$ cat src/mem_if_pkg.sv
// Memory port definitions
// Command, access width and response codes shared by every block on the
// data memory request port, plus the address and data widths

package mem_if_pkg;

    //------------------------------
    // Port widths
    //------------------------------
    localparam int DMEM_AWIDTH = 32;
    localparam int DMEM_DWIDTH = 32;

    //------------------------------
    // Request encodings
    //------------------------------
    typedef enum logic {
        MEM_CMD_RD = 1'b0,
        MEM_CMD_WR = 1'b1
    } mem_cmd_e;

    typedef enum logic [1:0] {
        MEM_WIDTH_BYTE  = 2'b00,
        MEM_WIDTH_HWORD = 2'b01,
        MEM_WIDTH_WORD  = 2'b10
    } mem_width_e;

    // Response code, idle in every cycle without a completion
    typedef enum logic [1:0] {
        MEM_RESP_IDLE   = 2'b00,
        MEM_RESP_RDY_OK = 2'b01,
        MEM_RESP_RDY_ER = 2'b10
    } mem_resp_e;

endpackage : mem_if_pkg

$ cat src/mem_map_pkg.sv
// Data memory address map
// Regions of the TCM and the machine timer, TCM depth and timer
// register offsets

package mem_map_pkg;

    //------------------------------
    // TCM region
    //------------------------------
    localparam logic [31:0] TCM_ADDR_PATTERN = 32'h0048_0000;
    localparam logic [31:0] TCM_ADDR_MASK    = 32'hFFFF_F000;  // 4 KB window
    localparam int          TCM_DEPTH        = 1024;           // 32-bit words

    //------------------------------
    // Timer region
    //------------------------------
    localparam logic [31:0] TIMER_ADDR_PATTERN = 32'h0049_0000;
    localparam logic [31:0] TIMER_ADDR_MASK    = 32'hFFFF_FFE0;

    // Register offsets inside the timer window
    localparam logic [4:0] TIMER_CTRL_OFS     = 5'h00;  // Bit 0 is enable
    localparam logic [4:0] TIMER_MTIME_LO_OFS = 5'h08;
    localparam logic [4:0] TIMER_MTIME_HI_OFS = 5'h0C;
    localparam logic [4:0] TIMER_CMP_LO_OFS   = 5'h10;
    localparam logic [4:0] TIMER_CMP_HI_OFS   = 5'h14;

endpackage : mem_map_pkg

$ cat src/dmem_router.sv
`timescale 1ns/1ps

// Data memory router
// Decodes the master address into the TCM or timer region, forwards the
// request there and merges the one-cycle responses back to the master

module dmem_router (
    input  logic                                  clk,
    input  logic                                  rst_n_out,
    // Master side
    input  logic                                  i_req,
    input  mem_if_pkg::mem_cmd_e                  i_cmd,
    input  mem_if_pkg::mem_width_e                i_width,
    input  logic [mem_if_pkg::DMEM_AWIDTH-1:0]    i_addr,
    input  logic [mem_if_pkg::DMEM_DWIDTH-1:0]    i_wdata,
    output logic                                  o_req_ack,
    output logic [mem_if_pkg::DMEM_DWIDTH-1:0]    o_rdata,
    output mem_if_pkg::mem_resp_e                 o_resp,
    // Port 1, TCM
    output logic                                  o_tcm_req,
    output mem_if_pkg::mem_cmd_e                  o_tcm_cmd,
    output mem_if_pkg::mem_width_e                o_tcm_width,
    output logic [mem_if_pkg::DMEM_AWIDTH-1:0]    o_tcm_addr,
    output logic [mem_if_pkg::DMEM_DWIDTH-1:0]    o_tcm_wdata,
    input  logic                                  i_tcm_req_ack,
    input  logic [mem_if_pkg::DMEM_DWIDTH-1:0]    i_tcm_rdata,
    input  mem_if_pkg::mem_resp_e                 i_tcm_resp,
    // Port 2, timer
    output logic                                  o_tmr_req,
    output mem_if_pkg::mem_cmd_e                  o_tmr_cmd,
    output mem_if_pkg::mem_width_e                o_tmr_width,
    output logic [mem_if_pkg::DMEM_AWIDTH-1:0]    o_tmr_addr,
    output logic [mem_if_pkg::DMEM_DWIDTH-1:0]    o_tmr_wdata,
    input  logic                                  i_tmr_req_ack,
    input  logic [mem_if_pkg::DMEM_DWIDTH-1:0]    i_tmr_rdata,
    input  mem_if_pkg::mem_resp_e                 i_tmr_resp
);

    import mem_if_pkg::*;
    import mem_map_pkg::*;

    typedef enum logic [1:0] {
        PORT_NONE,
        PORT_TCM,
        PORT_TMR,
        PORT_ERR      // No region matched
    } port_sel_e;

    logic      tcm_hit;
    logic      tmr_hit;
    logic      err_ack_q;  // Self-ack for unmapped addresses
    port_sel_e port_d;
    port_sel_e port_q;     // Port owning next cycle's response

    //------------------------------
    // Address decode and steering
    //------------------------------
    assign tcm_hit = (i_addr & TCM_ADDR_MASK) == TCM_ADDR_PATTERN;
    assign tmr_hit = (i_addr & TIMER_ADDR_MASK) == TIMER_ADDR_PATTERN;

    assign o_tcm_req   = i_req & tcm_hit;
    assign o_tcm_cmd   = i_cmd;
    assign o_tcm_width = i_width;
    assign o_tcm_addr  = i_addr;
    assign o_tcm_wdata = i_wdata;

    assign o_tmr_req   = i_req & tmr_hit;
    assign o_tmr_cmd   = i_cmd;
    assign o_tmr_width = i_width;
    assign o_tmr_addr  = i_addr;
    assign o_tmr_wdata = i_wdata;

    always_comb begin
        if (tcm_hit) begin
            o_req_ack = i_tcm_req_ack;
            port_d    = PORT_TCM;
        end else if (tmr_hit) begin
            o_req_ack = i_tmr_req_ack;
            port_d    = PORT_TMR;
        end else begin
            o_req_ack = err_ack_q;
            port_d    = PORT_ERR;
        end
    end

    always_ff @(posedge clk) begin
        if (!rst_n_out) begin
            err_ack_q <= 1'b0;
            port_q    <= PORT_NONE;
        end else begin
            err_ack_q <= 1'b1;
            port_q    <= (i_req && o_req_ack) ? port_d : PORT_NONE;
        end
    end

    //------------------------------
    // Response merge
    //------------------------------
    always_comb begin
        case (port_q)
            PORT_TCM: begin
                o_resp  = i_tcm_resp;
                o_rdata = i_tcm_rdata;
            end
            PORT_TMR: begin
                o_resp  = i_tmr_resp;
                o_rdata = i_tmr_rdata;
            end
            PORT_ERR: begin
                o_resp  = MEM_RESP_RDY_ER;
                o_rdata = '0;
            end
            default: begin
                o_resp  = MEM_RESP_IDLE;
                o_rdata = '0;
            end
        endcase
    end

    // Checks
    a_one_port_req: assert property (@(posedge clk) disable iff (!rst_n_out)
        !(o_tcm_req && o_tmr_req));

    a_resp_after_accept: assert property (@(posedge clk) disable iff (!rst_n_out)
        (o_resp != MEM_RESP_IDLE) == $past(i_req && o_req_ack));

    // Master must hold its request while stalled
    a_req_stable: assert property (@(posedge clk)
        (i_req && !o_req_ack) |=> $stable({i_cmd, i_width, i_addr, i_wdata}));

endmodule : dmem_router

$ cat config.mk
export PLATFORM = sky130hd
export DESIGN_NAME = dmem_router
export DESIGN_NICKNAME = d
export VERILOG_FILES = /design/src/mem_if_pkg.sv /design/src/mem_map_pkg.sv /design/src/dmem_router.sv
export SDC_FILE = /design/constraint.sdc
export NUM_CORES = 1
export LEC_CHECK = 0
export ABC_CLOCK_PERIOD_IN_PS = 1760
export BUFFER_PORTS_ARGS = -buffer_cell sky130_fd_sc_hd__buf_2
export CAP_MARGIN = 20
export CORE_AREA = 2 2 121 123
export CTS_CLUSTER_DIAMETER = 100
export DETAILED_ROUTE_END_ITERATION = 10
export DIE_AREA = 0 0 123 125
export SLEW_MARGIN = 20
export SYNTH_ARGS = -nofsm -noshare
export SYNTH_HDL_FRONTEND = slang
export SYNTH_SLANG_ARGS = --single-unit
export TNS_END_PERCENT = 20
$ cat constraint.sdc
create_clock -name clk -period 1.76 [get_ports clk]
set_input_delay 0.088 -clock clk [delete_from_list [all_inputs] [get_ports clk]]
set_output_delay 0.088 -clock clk [all_outputs]
set_load 0.01 [all_outputs]
==> out/qor.csv <==
metric;value;unit
root cell of the clock tree;clkbuf_16;
Lkg Pwr;0.001048;uW
Final #Nets;448;
Clk Latency, worst-skew pair;230;ps
Worst VDD drop;0.4601;mV
Yosys top cell by area;buf_4;
global placer's final weighted congestion;0.7347;
HPWL after DPL;4697;microns
worst reg2reg startpoint;err_ack_q;
Comb power frac;46.6;%
FF+latch area;61.31;sq um
clk_skew;2.865;ps
# IOs;311;
drc violations;0;
first-pass GRT wire length;7079;microns
Via Count;1758;
critical path class;reg -> out;
Setup Buffers After CTS;0;
initial core utilization;12.71;%
fraction of layout cells with a size suffix above 1;66.67;%
Hold WC Path Type;in -> reg;
GRT overflow;0;
top cells by area, synth;buf_4 56%, a22oi_1 14%, nor2b_1 11%;
CTS Buf Count;3;
CTS H-tree lvls;1;
DP Cell Count;482;
hold path start;i_req;
final core utilization;14.83;%
# rows;44;
count of different cell masters after synthesis;26;
Flop pwr share;9.1;%
Iteration-0 DRC Markers;48;
Tmin final;1618;ps
Max-Cap Viols;0;
fin crit share;91.96;%
cell-internal power;572.2;uW
endpoints failing setup;0;
status;finished clean;
crit path DAT;1530;ps
die span in y;125;microns
Seq cells post-synth;3;
IO Port Bufs;190;
Psw;258.5;uW
Antenna Violating Nets Remaining;0;
vias per cell;3.610;
Clock Power Share;44.2;%
setup ws final;141.5;ps
Setup crit start kind;flip-flop;
ANT cells;0;
Cell Count, Final, Fillers Out;487;
pin count of the biggest net entering global routing;35;
Setup TNS;0;ps
GR Util All Layers;5.863;%
pre-CTS setup slack;27.78;ps
f_max;617.9;MHz
Tot Pwr;830.8;uW
clock sinks;3;
Clock Path Buffers;2;
first drt pass iteration count;4;
clk slew on worst S/H paths;30;ps
core region area;14200;sq um
crit path max fanout;32;
Seq/Total Area, Yosys;3.326;%
Synth Cell Area;1805;sq um
gate count after technology mapping;249;
Slew Limit Fails;0;
final WL;5456;microns
die area;15380;sq um
yosys warns;0;
Yosys top cell area share;55.72;%
Critical Path RT;1670;ps
Worst setup EP type;primary output;
post-synthesis area per instance;7.251;sq um
measured slew at the worst slew-check pin;322.5;ps
Sw Share;31.12;%
Final Hold Fails;0;
pwr dens;394.5;nW/um^2
antenna violations before repair;0;
fill count;1628;
wire length per cell;11.20;microns
CTS tree;yes;
Die Wd;123;microns
Syn-to-layout area delta;16.63;%
vias in the first global route;1384;
Critical Path Start;port_q[1];
Multi-input gate area;699.4;sq um
Post-Syn Nets;393;
Worst slew margin;78.30;%
[critical path, stage by stage, from the launching register on]
cell     delay, ps
dfxtp_1        380
inv_1           90
ha_1           320
buf_12         170
nor2b_1        190
buf_2          160
[area by class of cell]
type / count / area share [%]
clock buffer: 4 / 3.743
inverter: 2 / 0.3565
multi-input combinational: 99 / 33.21
sequential: 3 / 2.911
tap: 184 / 10.93
timing repair buffer: 195 / 48.84
[Yosys cell counts, drive strengths merged]
master,number
a211oi,1
a221oi,1
a22oi,33
a31oi,1
and2,1
buf,134
clkbuf,11
dfxtp,3
ha,4
inv,2
nand2,5
nand2b,1
nand3,3
nand4,1
nor2,2
nor2b,32
nor3,2
nor3b,1
nor4,3
nor4b,2
o21ai,1
o32a,1
o32ai,1
or2,1
or3,1
or4,1
[state kept, by name, indices dropped and copies added, names as in the netlist]
register and count:
port_q 2, err_ack_q 1
[per-stage QoR]
stage | hold slack (ps) | area [sq um]
after global routing | 176.0 | 2106
after global placement | 176.1 | 2007
after floorplan | 115.7 | 1805
final | 173.1 | 2106
after CTS | 161.2 | 2096
after detailed placement | 176.1 | 2007
[what timing repair did]
action                                  CTS  global route
hold endpoints to repair                  1             0
resized for setup                         0             3
hold buffers                              1             0
endpoints found under the setup margin    0            30
[path summary, 6_finish.rpt]
kind / slack, ps / cells past startpoint / endpoint
max: 140 / 5 / o_rdata[18]
max reg2reg: 990 / 2 / port_q[1]
min reg2reg: 540 / 2 / port_q[0]
min: 170 / 3 / port_q[1]
[metal layers]
layer / track usage, % / share of wire (%)
met2: 9.425 / 43
met1: 5.847 / 35
met3: 5.109 / 22
met5: 0 / 0
met4: 0.8690 / 0.49
[power groups by stage]
stage | clock network (uW) | logic [uW] | registers [uW]
floorplan | 0 | 422 | 74.9
global placement | 0 | 385 | 77.0
detailed placement | 0 | 386 | 77.0
CTS | 375 | 389 | 76.1
global route | 379 | 423 | 76.7
finish | 367 | 387 | 75.9
[cells in the final DEF, fill, tap and decap left out, types with 2 or more instances in the layout]
cell type  count
dfxtp_1        2
inv_1          2
clkbuf_16      3
nand3_1        3
nor4b_2        2
nor3_1         2
buf_12         3
nor2_1         2
nor4_1         2
buf_2        190
nor2b_1       32
nand2_1        5
ha_1           3
a22oi_1       33
[logic make-up (layout without fill, tap and decap cells)]
family | after synthesis | after routing | synth area share, %
flip-flops | 3 | 3 | 3.327
adder cells (fa/ha/maj) | 4 | 4 | 2.772
AND/OR/NAND/NOR | 56 | 56 | 19.20
AO/OA/AOI/OAI | 39 | 39 | 16.29
buffers and inverters | 147 | 201 | 58.42
Note: power is estimated with default switching activity, not from simulation.
